[src/host_domain_config.svh]
/*
 * Host-domain configuration port constants
 * Bus widths, window placement, mailbox register map and error pattern
 */

`ifndef HOST_DOMAIN_CONFIG_SVH
`define HOST_DOMAIN_CONFIG_SVH

`define HD_ADDR_W 32
`define HD_DATA_W 32

// Configuration window
`define HD_CFG_BASE 32'h1040_0000
`define HD_CFG_SIZE 32'h0000_1000
`define HD_MBOX_END (`HD_CFG_BASE + 32'h0000_0014)

// Mailbox register map in byte offsets of 32-bit words
`define HD_REG_DOORBELL   32'h00
`define HD_REG_COMPLETION 32'h04
`define HD_REG_SCRATCH0   32'h08
`define HD_REG_SCRATCH1   32'h0c
`define HD_REG_EVT_COUNT  32'h10

`define HD_ERR_PATTERN 32'hdeadf000
`define HD_EVT_CNT_W   16

`endif

[src/host_domain_pkg.sv]
/*
 * Host-domain configuration types
 * Request, decoded operation and response payloads plus the address rules
 */

`include "host_domain_config.svh"

package host_domain_pkg;

  typedef logic [`HD_ADDR_W-1:0] addr_t;
  typedef logic [`HD_DATA_W-1:0] data_t;

  // Enough bits to index every word of the mailbox range
  localparam int unsigned RegIdxW = $clog2((`HD_MBOX_END - `HD_CFG_BASE) / 4);
  typedef logic [RegIdxW-1:0] reg_idx_t;

  typedef enum logic [1:0] {
    RESP_OKAY   = 2'b00,
    RESP_DECERR = 2'b11
  } axi_resp_e;

  typedef struct packed {
    addr_t addr;
  } cfg_rd_req_t;

  typedef struct packed {
    addr_t addr;
    data_t data;
  } cfg_wr_req_t;

  typedef struct packed {
    logic     write;
    logic     hit;
    reg_idx_t reg_idx;
    data_t    wdata;
  } cfg_op_t;

  typedef struct packed {
    data_t     data;
    axi_resp_e resp;
  } cfg_rd_rsp_t;

  typedef struct packed {
    axi_resp_e resp;
  } cfg_wr_rsp_t;

  typedef struct packed {
    int unsigned idx;
    addr_t       start_addr;
    addr_t       end_addr;
  } rule_t;

  // End address is exclusive
  localparam int unsigned NumRules = 1;
  localparam rule_t cfg_rules [NumRules] = '{
    '{idx: 0, start_addr: `HD_CFG_BASE, end_addr: `HD_MBOX_END}
  };

endpackage

[src/host_evt_sync.sv]
/*
 * Edge-propagator receiver
 * Synchronizes a toggling event and emits one pulse per toggle
 */

`timescale 1ns/10ps

module host_evt_sync (
  input  logic clk_i,
  input  logic rst_n_i,
  input  logic valid_i,
  output logic valid_o,
  output logic ack_o
);

  logic sync0_q;
  logic sync1_q;
  logic hist_q;

  // Two-flop synchronizer
  always_ff @(posedge clk_i) begin
    if (!rst_n_i) begin
      sync0_q <= 1'b0;
      sync1_q <= 1'b0;
    end else begin
      sync0_q <= valid_i;
      sync1_q <= sync0_q;
    end
  end

  // Previous synchronized level
  always_ff @(posedge clk_i) begin
    if (!rst_n_i) begin
      hist_q <= 1'b0;
    end else begin
      hist_q <= sync1_q;
    end
  end

  assign valid_o = sync1_q ^ hist_q;

  // Sender sees its own level come back
  assign ack_o = sync1_q;

endmodule

[src/host_resp_hold.sv]
/*
 * Response holding register
 * Keeps a response valid and stable until the master takes it
 */

`timescale 1ns/10ps

module host_resp_hold #(
  parameter type payload_t = logic
) (
  input  logic     clk_i,
  input  logic     rst_n_i,
  input  logic     load_i,
  input  payload_t payload_i,
  input  logic     ready_i,
  output logic     valid_o,
  output payload_t payload_o,
  output logic     free_o
);

  logic     valid_q;
  payload_t payload_q;

  always_ff @(posedge clk_i) begin
    if (!rst_n_i) begin
      valid_q <= 1'b0;
    end else if (load_i) begin
      valid_q <= 1'b1;
    end else if (valid_q && ready_i) begin
      valid_q <= 1'b0;
    end
  end

  always_ff @(posedge clk_i) begin
    if (load_i) begin
      payload_q <= payload_i;
    end
  end

  assign valid_o   = valid_q;
  assign payload_o = payload_q;
  assign free_o    = ~valid_q;

endmodule

[src/host_cfg_decode.sv]
/*
 * Configuration request decoder
 * Accepts read and write requests and maps their address onto a mailbox word
 */

`timescale 1ns/10ps

`include "host_domain_config.svh"

module host_cfg_decode (
  input  logic                        rd_valid_i,
  input  host_domain_pkg::cfg_rd_req_t rd_req_i,
  input  logic                        rd_free_i,
  output logic                        rd_ready_o,
  output host_domain_pkg::cfg_op_t    rd_op_o,
  output logic                        rd_op_valid_o,
  input  logic                        wr_valid_i,
  input  host_domain_pkg::cfg_wr_req_t wr_req_i,
  input  logic                        wr_free_i,
  output logic                        wr_ready_o,
  output host_domain_pkg::cfg_op_t    wr_op_o,
  output logic                        wr_op_valid_o
);

  import host_domain_pkg::*;

  function automatic cfg_op_t decode_op(addr_t addr, logic write, data_t wdata);
    cfg_op_t op;
    addr_t   offset;
    logic    in_window;
    op        = '0;
    op.write  = write;
    op.wdata  = wdata;
    in_window = (addr >= `HD_CFG_BASE) && (addr - `HD_CFG_BASE < `HD_CFG_SIZE);
    for (int unsigned i = 0; i < NumRules; i++) begin
      if (in_window && addr >= cfg_rules[i].start_addr && addr < cfg_rules[i].end_addr) begin
        offset     = addr - cfg_rules[i].start_addr;
        op.hit     = 1'b1;
        op.reg_idx = offset[RegIdxW+1:2];
      end
    end
    return op;
  endfunction

  // One request in flight per direction
  assign rd_ready_o = rd_free_i;
  assign wr_ready_o = wr_free_i;

  assign rd_op_valid_o = rd_valid_i & rd_free_i;
  assign wr_op_valid_o = wr_valid_i & wr_free_i;

  always_comb begin
    rd_op_o = '0;
    if (rd_op_valid_o) begin
      rd_op_o = decode_op(rd_req_i.addr, 1'b0, '0);
    end
  end

  always_comb begin
    wr_op_o = '0;
    if (wr_op_valid_o) begin
      wr_op_o = decode_op(wr_req_i.addr, 1'b1, wr_req_i.data);
    end
  end

endmodule

[src/host_mbox_regs.sv]
/*
 * Mailbox register block
 * Doorbell, completion, two scratch words and the cluster DMA event count
 */

`timescale 1ns/10ps

`include "host_domain_config.svh"

module host_mbox_regs (
  input  logic                         clk_i,
  input  logic                         rst_n_i,
  input  host_domain_pkg::cfg_op_t     rd_op_i,
  input  logic                         rd_op_valid_i,
  input  host_domain_pkg::cfg_op_t     wr_op_i,
  input  logic                         wr_op_valid_i,
  input  logic                         evt_pulse_i,
  output host_domain_pkg::cfg_rd_rsp_t rd_rsp_o,
  output host_domain_pkg::cfg_wr_rsp_t wr_rsp_o,
  output logic                         doorbell_irq_o,
  output logic                         completion_irq_o
);

  import host_domain_pkg::*;

  localparam reg_idx_t IdxDoorbell   = reg_idx_t'(`HD_REG_DOORBELL >> 2);
  localparam reg_idx_t IdxCompletion = reg_idx_t'(`HD_REG_COMPLETION >> 2);
  localparam reg_idx_t IdxScratch0   = reg_idx_t'(`HD_REG_SCRATCH0 >> 2);
  localparam reg_idx_t IdxScratch1   = reg_idx_t'(`HD_REG_SCRATCH1 >> 2);
  localparam reg_idx_t IdxEvtCount   = reg_idx_t'(`HD_REG_EVT_COUNT >> 2);

  data_t                    doorbell_q;
  data_t                    completion_q;
  data_t                    scratch0_q;
  data_t                    scratch1_q;
  logic [`HD_EVT_CNT_W-1:0] evt_cnt_q;
  logic                     wr_en;
  logic                     evt_clr;

  assign wr_en   = wr_op_valid_i & wr_op_i.hit & wr_op_i.write;
  assign evt_clr = wr_en && (wr_op_i.reg_idx == IdxEvtCount);

  always_ff @(posedge clk_i) begin
    if (!rst_n_i) begin
      doorbell_q   <= '0;
      completion_q <= '0;
      scratch0_q   <= '0;
      scratch1_q   <= '0;
    end else if (wr_en) begin
      case (wr_op_i.reg_idx)
        IdxDoorbell:   doorbell_q   <= wr_op_i.wdata;
        IdxCompletion: completion_q <= wr_op_i.wdata;
        IdxScratch0:   scratch0_q   <= wr_op_i.wdata;
        IdxScratch1:   scratch1_q   <= wr_op_i.wdata;
        default: ;
      endcase
    end
  end

  // Clear wins over a pulse, but the pulse still counts
  always_ff @(posedge clk_i) begin
    if (!rst_n_i) begin
      evt_cnt_q <= '0;
    end else if (evt_clr) begin
      evt_cnt_q <= evt_pulse_i ? `HD_EVT_CNT_W'(1) : '0;
    end else if (evt_pulse_i) begin
      evt_cnt_q <= evt_cnt_q + 1'b1;
    end
  end

  // Read payload from current register state
  always_comb begin
    rd_rsp_o.data = '0;
    rd_rsp_o.resp = RESP_OKAY;
    if (rd_op_valid_i) begin
      if (!rd_op_i.hit) begin
        rd_rsp_o.data = `HD_ERR_PATTERN;
        rd_rsp_o.resp = RESP_DECERR;
      end else begin
        case (rd_op_i.reg_idx)
          IdxDoorbell:   rd_rsp_o.data = doorbell_q;
          IdxCompletion: rd_rsp_o.data = completion_q;
          IdxScratch0:   rd_rsp_o.data = scratch0_q;
          IdxScratch1:   rd_rsp_o.data = scratch1_q;
          IdxEvtCount:   rd_rsp_o.data = data_t'(evt_cnt_q);
          default: begin
            rd_rsp_o.data = `HD_ERR_PATTERN;
            rd_rsp_o.resp = RESP_DECERR;
          end
        endcase
      end
    end
  end

  assign wr_rsp_o.resp = (wr_op_valid_i && !wr_op_i.hit) ? RESP_DECERR : RESP_OKAY;

  // Level interrupts
  assign doorbell_irq_o   = |doorbell_q;
  assign completion_irq_o = |completion_q;

endmodule

[src/host_domain.sv]
/*
 * Host-domain configuration port
 * Register target with mailbox interrupts and a cluster DMA event counter
 */

`timescale 1ns/10ps

module host_domain (
  input  logic                         clk_i,
  input  logic                         rst_n_i,
  // Read channel
  input  host_domain_pkg::cfg_rd_req_t rd_req_i,
  input  logic                         rd_valid_i,
  output logic                         rd_ready_o,
  output host_domain_pkg::cfg_rd_rsp_t rd_rsp_o,
  output logic                         rd_rsp_valid_o,
  input  logic                         rd_rsp_ready_i,
  // Write channel
  input  host_domain_pkg::cfg_wr_req_t wr_req_i,
  input  logic                         wr_valid_i,
  output logic                         wr_ready_o,
  output host_domain_pkg::cfg_wr_rsp_t wr_rsp_o,
  output logic                         wr_rsp_valid_o,
  input  logic                         wr_rsp_ready_i,
  // Cluster DMA event
  input  logic                         dma_pe_evt_valid_i,
  output logic                         dma_pe_evt_ack_o,
  output logic                         doorbell_irq_o,
  output logic                         completion_irq_o
);

  import host_domain_pkg::*;

  cfg_op_t     rd_op;
  cfg_op_t     wr_op;
  logic        rd_op_valid;
  logic        wr_op_valid;
  cfg_rd_rsp_t rd_rsp_d;
  cfg_wr_rsp_t wr_rsp_d;
  logic        rd_free;
  logic        wr_free;
  logic        evt_pulse;

  host_cfg_decode u_decode (
    .rd_valid_i    ( rd_valid_i  ),
    .rd_req_i      ( rd_req_i    ),
    .rd_free_i     ( rd_free     ),
    .rd_ready_o    ( rd_ready_o  ),
    .rd_op_o       ( rd_op       ),
    .rd_op_valid_o ( rd_op_valid ),
    .wr_valid_i    ( wr_valid_i  ),
    .wr_req_i      ( wr_req_i    ),
    .wr_free_i     ( wr_free     ),
    .wr_ready_o    ( wr_ready_o  ),
    .wr_op_o       ( wr_op       ),
    .wr_op_valid_o ( wr_op_valid )
  );

  host_mbox_regs u_mbox_regs (
    .clk_i            ( clk_i            ),
    .rst_n_i          ( rst_n_i          ),
    .rd_op_i          ( rd_op            ),
    .rd_op_valid_i    ( rd_op_valid      ),
    .wr_op_i          ( wr_op            ),
    .wr_op_valid_i    ( wr_op_valid      ),
    .evt_pulse_i      ( evt_pulse        ),
    .rd_rsp_o         ( rd_rsp_d         ),
    .wr_rsp_o         ( wr_rsp_d         ),
    .doorbell_irq_o   ( doorbell_irq_o   ),
    .completion_irq_o ( completion_irq_o )
  );

  host_evt_sync u_evt_sync (
    .clk_i   ( clk_i              ),
    .rst_n_i ( rst_n_i            ),
    .valid_i ( dma_pe_evt_valid_i ),
    .valid_o ( evt_pulse          ),
    .ack_o   ( dma_pe_evt_ack_o   )
  );

  host_resp_hold #(
    .payload_t ( cfg_rd_rsp_t )
  ) u_rd_hold (
    .clk_i     ( clk_i          ),
    .rst_n_i   ( rst_n_i        ),
    .load_i    ( rd_op_valid    ),
    .payload_i ( rd_rsp_d       ),
    .ready_i   ( rd_rsp_ready_i ),
    .valid_o   ( rd_rsp_valid_o ),
    .payload_o ( rd_rsp_o       ),
    .free_o    ( rd_free        )
  );

  host_resp_hold #(
    .payload_t ( cfg_wr_rsp_t )
  ) u_wr_hold (
    .clk_i     ( clk_i          ),
    .rst_n_i   ( rst_n_i        ),
    .load_i    ( wr_op_valid    ),
    .payload_i ( wr_rsp_d       ),
    .ready_i   ( wr_rsp_ready_i ),
    .valid_o   ( wr_rsp_valid_o ),
    .payload_o ( wr_rsp_o       ),
    .free_o    ( wr_free        )
  );

endmodule

[config.mk]
export PLATFORM = sky130hd
export DESIGN_NAME = host_domain
export DESIGN_NICKNAME = d
export VERILOG_FILES = /design/src/host_domain_pkg.sv /design/src/host_evt_sync.sv /design/src/host_resp_hold.sv /design/src/host_cfg_decode.sv /design/src/host_mbox_regs.sv /design/src/host_domain.sv
export VERILOG_INCLUDE_DIRS = /design/src
export SDC_FILE = /design/constraint.sdc
export NUM_CORES = 1
export LEC_CHECK = 0
export BUFFER_PORTS_ARGS = -buffer_cell sky130_fd_sc_hd__buf_2
export CORE_UTILIZATION = 50
export DETAILED_ROUTE_END_ITERATION = 7
export HOLD_SLACK_MARGIN = 0.12
export PLACE_DENSITY = 0.69
export SYNTH_ARGS = -nofsm -noshare
export SYNTH_HDL_FRONTEND = slang
export SYNTH_SLANG_ARGS = --single-unit
export TNS_END_PERCENT = 1
[constraint.sdc]
create_clock -name clk_i -period 6.4 [get_ports clk_i]
set_input_delay 1.28 -clock clk_i [delete_from_list [all_inputs] [get_ports clk_i]]
set_output_delay 1.28 -clock clk_i [all_outputs]
set_load 0.02 [all_outputs]
==> metrics.csv, run 1 <==
metric,value,unit
status,completed,
vias in the first global route,5838,
Min-Delay Path Class,flop to flop,
WHS Path Cells,1,
worst min-delay path startpoint,u_evt_sync.sync0_q,
Die H,131,um
Detail Route Antenna Nets,0,
FF-to-FF path depth,4,
footprint of the multi-input gates,4030,um2
R2R Setup Slk,3920,ps
Reg-to-Reg End,u_mbox_regs.scratch0_q[14],
largest net degree at the start of global routing,78,
drt pass-1 iters,7,
total CTS buffers,17,
clk_lat worst skew,430,ps
routed wire length,19700,um
Residual DRC,0,
CP peak stage delay,1310,ps
grt total ovfl,0,
TNS Setup,0,ps
Fmax,0.290,GHz
Worst EP arrival,3710,ps
Port Buffers,141,
TritonCTS clock tree,built,
post-synthesis register bit count,183,
initial antenna violation count,1,
Reg area,4000,um2
post-CTS resize count,0,
"Setup violations, final",0,
critical path required time,6670,ps
synth unique cells,46,
syn_nets,904,
Rel. slew slack,0.200,
crit path max-delay cell type,or4_2,
Critical Path Source Type,input pin,
net count of the finished layout,1012,
first-pass GRT wire length,30800,um
htree depth,4,
Hold Buf Count CTS,0,
dpl cell area,9090,um2
num rows,46,
Max Slew Vio Count,0,
gpl congestion,0.752,
Core Area,16000,um2
R2R Path Start,u_wr_hold.valid_o,
Clock Path Buffers,2,
Via density,5.60,
final-report hold violation count,0,
die area,17100,um2
worst-margin pin slew,1180,ps
CP Buf/Inv Count,1,
number of synthesized flops with an enable pin,34,
max-cap violations,0,
Top Ports,146,
dominant synthesized flop cell,dfxtp_1,
"CTS clk-pin slew, worst paths",60,ps
Layout area overhead,16.7,%
Yosys warning count,0,
total number of vias,6363,
worst-path fanout max,32,
crit-path leading delay family,simple AND/OR/NAND/NOR gates,
GRT Util Overall,0.243,
Syn Inst Count,800,
Crit Path Category,input pin to flop,
clk sinks,183,
Pwr per Cell Area,244,nW/um2
layout cell share with drive strength beyond 1,0.230,
fin area,9660,um2
Final HPWL DP,13100,um
Syn Area/Cell,10.4,um2
CTS root buffer,clkbuf_16,
die width,131,um
crit end category,flop,
Min-Delay Endpoint,u_evt_sync.ack_o,
Fillers,1390,
Final period util,0.538,
share of flip-flops with an asynchronous set or reset,0,
worst vdd ir,0.000175,V
ant diodes,0,
routed length per instance,17.3,um
starting density of the core,0.518,
initial drt markers,419,
min cycle time layout,3440,ps
post-CTS setup buffer count,0,
Lkg Pwr,3.97,nW
CP Cell Sequence,"buf_2, nor4b_1, nand4_1, or4_2, mux2i_1",
sequential share of the synthesized area,0.483,
Clock Skew,6.24,ps
"Cell Area, Synth",8280,um2
RSZ-0062 raised after global routing,false,
[metrics by stage]
| step | hold WS [ps] | setup slack [ps] | power (W) | util | cells |
|---|---|---|---|---|---|
| after floorplan | 412 | 3120 | 0.00131 | - | 800 |
| after global placement | 414 | 2520 | 0.00137 | 0.568 | 1105 |
| after detailed placement | 425 | 2500 | 0.00137 | 0.568 | 1105 |
| after CTS | 439 | 2950 | 0.00237 | 0.604 | 1137 |
| after global routing | 463 | 2800 | 0.00244 | 0.604 | 1137 |
| final | 446 | 2960 | 0.00236 | 0.604 | 1137 |
[kinds of logic (layout without fill, tap and decap cells)]
group | after synthesis | count (layout) | synth area share
AOI/OAI and AO/OA | 48 | 48 | 0.0412
xor gates and xnor gates | 11 | 11 | 0.0116
adders and majority gates | 1 | 1 | 0.00151
buffers and inverters | 64 | 185 | 0.0332
DFF | 183 | 183 | 0.483
muxes | 178 | 178 | 0.241
and+or+nand+nor | 315 | 315 | 0.188
[synthesized netlist by cell type, drive strengths merged, types with 6 or more instances]
master	number	area, um2
nor4b	8	88.8
nand3	23	115
o22ai	15	93.8
mux4	17	383
nor2	15	56.3
and3	14	87.6
nand2b	13	81.3
nor4	24	163
o21ai	6	30.0
dfxtp	149	2980
clkbuf	39	146
edfxtp	34	1020
nand2	171	642
nand4	12	75.1
and2	6	37.5
a2bb2oi	15	131
mux2i	160	1600
buf	21	114
xor2	10	87.6
or3	7	43.8
[report_power, final]
part	internal [W]	total [W]	leakage, nW	switching, W
registers	0.00118	0.00119	1.50	0.00000641
clock network	0.000590	0.00102	0.288	0.000428
logic	0.0000555	0.000153	2.19	0.0000977
[layout make-up]
cell class / count / area share
inverters: 4 / 0.00155
repair buffers: 149 / 0.0795
multi-input cells: 553 / 0.417
clock buffers: 26 / 0.0528
clock inverters: 6 / 0.00660
well taps: 216 / 0.0280
flip-flops and latches: 183 / 0.414
[layout by cell type, fill, tap and decap left out, drive strengths merged, types with 4 or more instances in the layout]
| cell | instances |
|---|---|
| nor4 | 24 |
| dfxtp | 149 |
| edfxtp | 34 |
| clkbuf | 26 |
| xor2 | 10 |
| a21oi | 4 |
| nand3 | 23 |
| nand2b | 13 |
| or3 | 7 |
| buf | 149 |
| o21ai | 6 |
| nand2 | 171 |
| clkinv | 4 |
| inv | 5 |
| or4 | 5 |
| nand4 | 12 |
| nor3 | 5 |
| and2 | 6 |
| o22ai | 15 |
| mux2i | 160 |
| nor4b | 8 |
| mux4 | 17 |
| and3 | 14 |
| a2bb2oi | 15 |
| nor2 | 15 |
[worst max-delay path by stage]
| stage | start | to | cells past startpoint |
|---|---|---|---|
| after floorplan | rd_req_i[26] | u_rd_hold.payload_o[14] | 5 |
| after global placement | wr_req_i[56] | u_mbox_regs.scratch1_q[28] | 5 |
| after detailed placement | wr_req_i[56] | u_mbox_regs.scratch1_q[0] | 5 |
| after CTS | u_mbox_regs.completion_q[5] | completion_irq_o | 4 |
| after global routing | wr_req_i[56] | u_mbox_regs.scratch1_q[0] | 5 |
| final | wr_req_i[56] | u_mbox_regs.scratch1_q[0] | 5 |
[routing by layer]
metal	global-route usage	vias up	wire length, um
li1	-	3084	-
met1	0.337	3023	9430
met2	0.382	238	8800
met3	0.0533	18	1240
met4	0.0676	0	226
met5	0	-	0
[worst reg2reg max path: cells and delay by family (launching register included)]
family	cells	cell delay (ps)
AND/OR/NAND/NOR	3	1710
flip-flops	1	340
multiplexers	1	270
[state kept, by name, summed over array words and instances, names as in the netlist]
| register | count |
|---|---|
| u_wr_hold.valid_o | 1 |
| u_mbox_regs.completion_q | 32 |
| u_evt_sync.ack_o | 1 |
| u_rd_hold.payload_o | 33 |
| u_wr_hold.payload_o | 1 |
| u_evt_sync.sync0_q | 1 |
| u_mbox_regs.scratch0_q | 32 |
| u_mbox_regs.scratch1_q | 32 |
| u_mbox_regs.doorbell_q | 32 |
| u_mbox_regs.evt_cnt_q | 16 |
| u_evt_sync.hist_q | 1 |
| u_rd_hold.valid_o | 1 |
(Power assumes the default switching activity.)
==> inputs of run 2 (changes only) <==
Settings changed: PLACE_DENSITY 0.69 to 0.71.
Clock period 6.4 ns to 3.1 ns, I/O delays scaled along.
==> run 2 against run 1 <==
- sequential share of layout area down 0.58 points
- core utilization grew 0.85 points
- clock-buffer cell count down 4
- largest cell class unchanged
==> metrics.csv, run 2 (synthesis gave the netlist of run 1 again) <==
metric,value,unit,change
num rows,46,,unchanged
"most common cell after layout, fill and taps aside",nand2_1,,
max-cap violations,0,,unchanged
CP Cell Sequence,"nor4_1, nand4_1, or2_2, buf_2",,
crit path max-delay cell type,nor4_1,,
Final period util,0.814,,
Lkg Pwr,4.04,nW,+1.7%
ant diodes,0,,unchanged
routed wire length,19800,um,+0.51%
status,completed,,
largest net degree at the start of global routing,56,,-28%
Die H,131,um,unchanged
most frequent cells in the layout,"171 x nand2_1, 160 x mux2i_1, 149 x dfxtp_1",,
critical path required time,2480,ps,-4190 ps
"Setup violations, final",0,,unchanged
RSZ-0062 raised after global routing,false,,
Via density,5.54,,-1.0%
clk_lat worst skew,440,ps,about the same
TritonCTS clock tree,built,,
CP peak stage delay,410,ps,-900 ps
vias in the first global route,5960,,+2.1%
total CTS buffers,17,,unchanged
drt pass-1 iters,7,,unchanged
first-pass GRT wire length,30900,um,+0.38%
routed length per instance,17.2,um,-0.80%
htree depth,4,,unchanged
Hold Buf Count CTS,0,,unchanged
clk sinks,183,,unchanged
Worst EP arrival,1900,ps,-1810 ps
Clock Path Buffers,2,,unchanged
Min-Delay Path Class,input pin to flop,,
final-report hold violation count,0,,unchanged
die width,131,um,unchanged
TNS Setup,0,ps,unchanged
starting density of the core,0.518,,unchanged
GRT Util Overall,0.243,,about the same
crit end category,output port,,
post-CTS setup buffer count,0,,unchanged
Top Ports,146,,unchanged
Layout area overhead,18.3,%,
layout cell share with drive strength beyond 1,0.243,,+0.0123
worst-path fanout max,3,,-91%
die area,17100,um2,unchanged
Rel. slew slack,0.558,,+0.358
Core Area,16000,um2,unchanged
Port Buffers,141,,unchanged
worst vdd ir,0.000402,V,+130%
initial drt markers,395,,-5.7%
initial antenna violation count,1,,unchanged
Final HPWL DP,13500,um,+2.7%
gpl congestion,0.806,,+7.2%
min cycle time layout,2520,ps,
worst-margin pin slew,663,ps,-514 ps
Residual DRC,0,,unchanged
Max Slew Vio Count,0,,unchanged
Clock Skew,8.07,ps,+1.83 ps
total number of vias,6380,,+0.27%
post-CTS resize count,0,,unchanged
Critical Path Source Type,flop,,
Pwr per Cell Area,495,nW/um2,+100%
CTS root buffer,clkbuf_16,,
max reg flops,33,,unchanged
grt total ovfl,0,,unchanged
"CTS clk-pin slew, worst paths",60,ps,about the same
net count of the finished layout,1027,,+1.5%
Fmax,0.396,GHz,
Crit Path Category,flop to output port,,
Util after Layout,0.613,,+0.00852
Detail Route Antenna Nets,0,,unchanged
[run 2: cell count changes in the layout (fill, tap and decap cells not counted)]
cell / change
clkbuf_8: -4
clkinvlp_4: +2
buf_4: +12
clkbuf_2: -1
clkbuf_16: +2
mux2i_2: -1
clkinv_2: +2
clkbuf_1: -1
mux2i_1: +1
inv_6: +1
buf_12: +3
bufinv_16: -1
[run 2: stage by stage]
step	power (W)	std cells	hold slack, ps	instance area [um2]	setup WS (ps)
after floorplan	0.00269	800	412	8280	479
after global routing	0.00499	1152	397	9800	452
after detailed placement	0.00283	1120	425	9240	332
final	0.00485	1152	395	9800	577
after global placement	0.00283	1120	414	9240	343
after CTS	0.00487	1152	384	9800	531
[run 2: power by group]
part	switching [W]	internal (W)
clock	0.000925	0.00114
combinational	0.000201	0.000123
sequential	0.0000122	0.00244
[run 2: worst paths after layout]
check,startpoint,endpoint,slack [ps],depth (start not counted)
setup / recovery,u_mbox_regs.doorbell_q[7],doorbell_irq_o,580,4
hold / removal,dma_pe_evt_valid_i,u_evt_sync.sync0_q,400,2
setup reg to reg,u_wr_hold.valid_o,u_mbox_regs.scratch0_q[27],850,5
hold reg to reg,u_evt_sync.sync0_q,u_evt_sync.ack_o,430,1
[run 2: worst max-delay path: cells and delay by family, from the launching register on]
family	cells	cell delay [ps]
DFF	1	350
and+or+nand+nor	3	950
buffers and inverters	1	160
[run 2: final cells by class]
class                   instances  area, um2
fillers                      1351       6200
multi-input cells             553       4030
flip-flops and latches        183       4000
repair buffers                164        918
clock buffers                  22        497
well taps                     216        270
clock inverters                10       67.6
inverters                       4       15.0
[run 2: routing by layer]
metal / up-vias / GRT usage / share of wire
met3: 20 / 0.0472 / 0.063
li1: 3123 / - / -
met2: 235 / 0.375 / 0.44
met4: 0 / 0.0737 / 0.012
met1: 3002 / 0.343 / 0.48
met5: - / 0 / 0
==> inputs of run 3 (changes only) <==
Settings changed: PLACE_DENSITY 0.71 to 0.69.
Clock period 3.1 ns to 2.4 ns, I/O delays scaled along.
==> run 3 against run 2 <==
- critical path type unchanged
- clock power up 49%
- combinational power up 37%
- register-to-register slack got worse by 600 ps
- total power is 38% higher
- worst setup slack got worse by 520 ps
- first-iteration DRC count rose by 20%
- hold slack worse by 140 ps
- global-route usage up 1.4 points
==> metrics.csv, run 3 (synthesis gave the netlist of run 1 again) <==
metric,value,unit,change
htree depth,4,,unchanged
Die H,131,um,unchanged
starting density of the core,0.518,,unchanged
Comb power frac,0.066,,about the same
Critical path origin,u_mbox_regs.completion_q[5],,
first-pass GRT wire length,32400,um,+4.8%
switching share of power,0.214,,-0.0208
Max Slew Vio Count,0,,unchanged
Reg area,4010,um2,about the same
"CTS clk-pin slew, worst paths",70,ps,about the same
Layout area overhead,21.5,%,
Pint,0.00526,W,+42%
CTS root buffer,clkbuf_16,,
post-CTS setup buffer count,0,,unchanged
Detail Route Antenna Nets,0,,unchanged
R2R Setup Slk,250,ps,-600 ps
clk sinks,183,,unchanged
vias in the first global route,6045,,+1.4%
routed length per instance,18.4,um,+6.9%
Pwr per Cell Area,666,nW/um2,+35%
most frequent cells in the layout,"171 x nand2_1, 159 x mux2i_1, 148 x dfxtp_1",,
fin area,10100,um2,+2.6%
routed wire length,21300,um,+7.5%
die area,17100,um2,unchanged
ant diodes,0,,unchanged
Fillers,1338,,-0.96%
worst-path fanout max,3,,unchanged
Residual DRC,0,,unchanged
Critical Path Source Type,flop,,
dpl cell area,9370,um2,+1.4%
TritonCTS clock tree,built,,
final-report hold violation count,0,,unchanged
Clock Path Buffers,2,,unchanged
final std cells w/o fill,1159,,+0.61%
critical path required time,1920,ps,-560 ps
GRT Util Overall,0.257,,+0.0144
"Setup violations, final",0,,unchanged
max reg flops,33,,unchanged
Rel. slew slack,0.454,,-0.104
Min-Delay Path Class,input pin to flop,,
grt total ovfl,0,,unchanged
Via density,5.54,,about the same
Clk network pwr share,0.460,,+0.033
Crit Path Category,flop to output port,,
Lkg Pwr,4.16,nW,+2.9%
largest net degree at the start of global routing,79,,+41%
status,completed,,
Final period util,0.976,,
num rows,46,,unchanged
total CTS buffers,17,,unchanged
Core Area,16000,um2,unchanged
initial drt markers,473,,+20%
Fmax,0.427,GHz,
Clock Skew,6.86,ps,-1.21 ps
net count of the finished layout,1035,,+0.78%
total number of vias,6422,,+0.66%
RSZ-0062 raised after global routing,false,,
worst min-delay path startpoint,dma_pe_evt_valid_i,,
"most common cell after layout, fill and taps aside",nand2_1,,
Net Switching,0.00143,W,+26%
Worst EP arrival,1860,ps,-40 ps
layout cell share with drive strength beyond 1,0.255,,+0.0120
worst vdd ir,0.000545,V,+35%
Final HPWL DP,14800,um,+9.7%
initial antenna violation count,0,,-1
clk_lat worst skew,430,ps,about the same
Flop pwr share,0.474,,-0.033
min cycle time layout,2340,ps,
Port Buffers,141,,unchanged
gpl congestion,0.762,,-5.6%
R2R Path Start,u_wr_hold.valid_o,,
crit end category,output port,,
worst-margin pin slew,819,ps,+156 ps
Top Ports,146,,unchanged
drt pass-1 iters,5,,-2
footprint of the multi-input gates,4070,um2,+1.1%
max-cap violations,0,,unchanged
die width,131,um,unchanged
placed insts,1128,,+0.71%
## run 3: path summary, 6_finish.rpt
check / endpoint / cells past startpoint
worst min-delay path: u_evt_sync.sync0_q / 2
worst min register to register: u_evt_sync.ack_o / 1
worst max-delay path: completion_irq_o / 5
worst max register to register: u_mbox_regs.scratch0_q[7] / 5
## run 3: cell type report
class / instances / area share
Multi-Input combinational cell: 553 / 0.405
Tap cell: 216 / 0.0269
Clock buffer: 25 / 0.0519
Clock inverter: 6 / 0.0133
Sequential cell: 183 / 0.398
Timing Repair Buffer: 172 / 0.103
Inverter: 4 / 0.00149
## run 3: worst max-delay path: stages, from the launching register on
cell,delay [ps]
dfxtp_2,350
nor4_4,310
buf_4,160
nand4_1,160
or2_4,310
buf_2,160
## run 3: metrics by stage
step,total power (W),hold slack (ps),setup TNS (ps),worst slack [ps],utilization
floorplan,0.00348,412,-47.9,-16.0,-
global placement,0.00368,430,-528,-102,0.585
detailed placement,0.00369,437,-731,-108,0.585
CTS,0.00674,241,0,5.27,0.628
global route,0.00691,250,0,17.0,0.629
finish,0.00670,255,0,57.7,0.629
## run 3: what timing repair did
| action | in CTS | in global routing |
|---|---|---|
| pin swaps | 1 | 1 |
| gates resized for setup | 4 | 3 |
| endpoints found under the setup margin | 2 | 2 |
| hold buffers | 0 | 0 |
## run 3: per-layer routing
layer / global-route usage / up-vias / share of wire
li1: - / 3122 / -
met1: 0.354 / 3075 / 0.47
met2: 0.410 / 202 / 0.47
met3: 0.0395 / 23 / 0.047
met4: 0.0926 / 0 / 0.018
met5: 0 / - / 0
## run 3: power groups by stage
stage / Combinational (W) / Clock [W] / Sequential (W)
after floorplan: 0.000208 / 0 / 0.00327
after global placement: 0.000442 / 0 / 0.00324
after detailed placement: 0.000443 / 0 / 0.00324
after CTS: 0.000445 / 0.00312 / 0.00317
after global routing: 0.000485 / 0.00325 / 0.00318
final: 0.000442 / 0.00308 / 0.00317
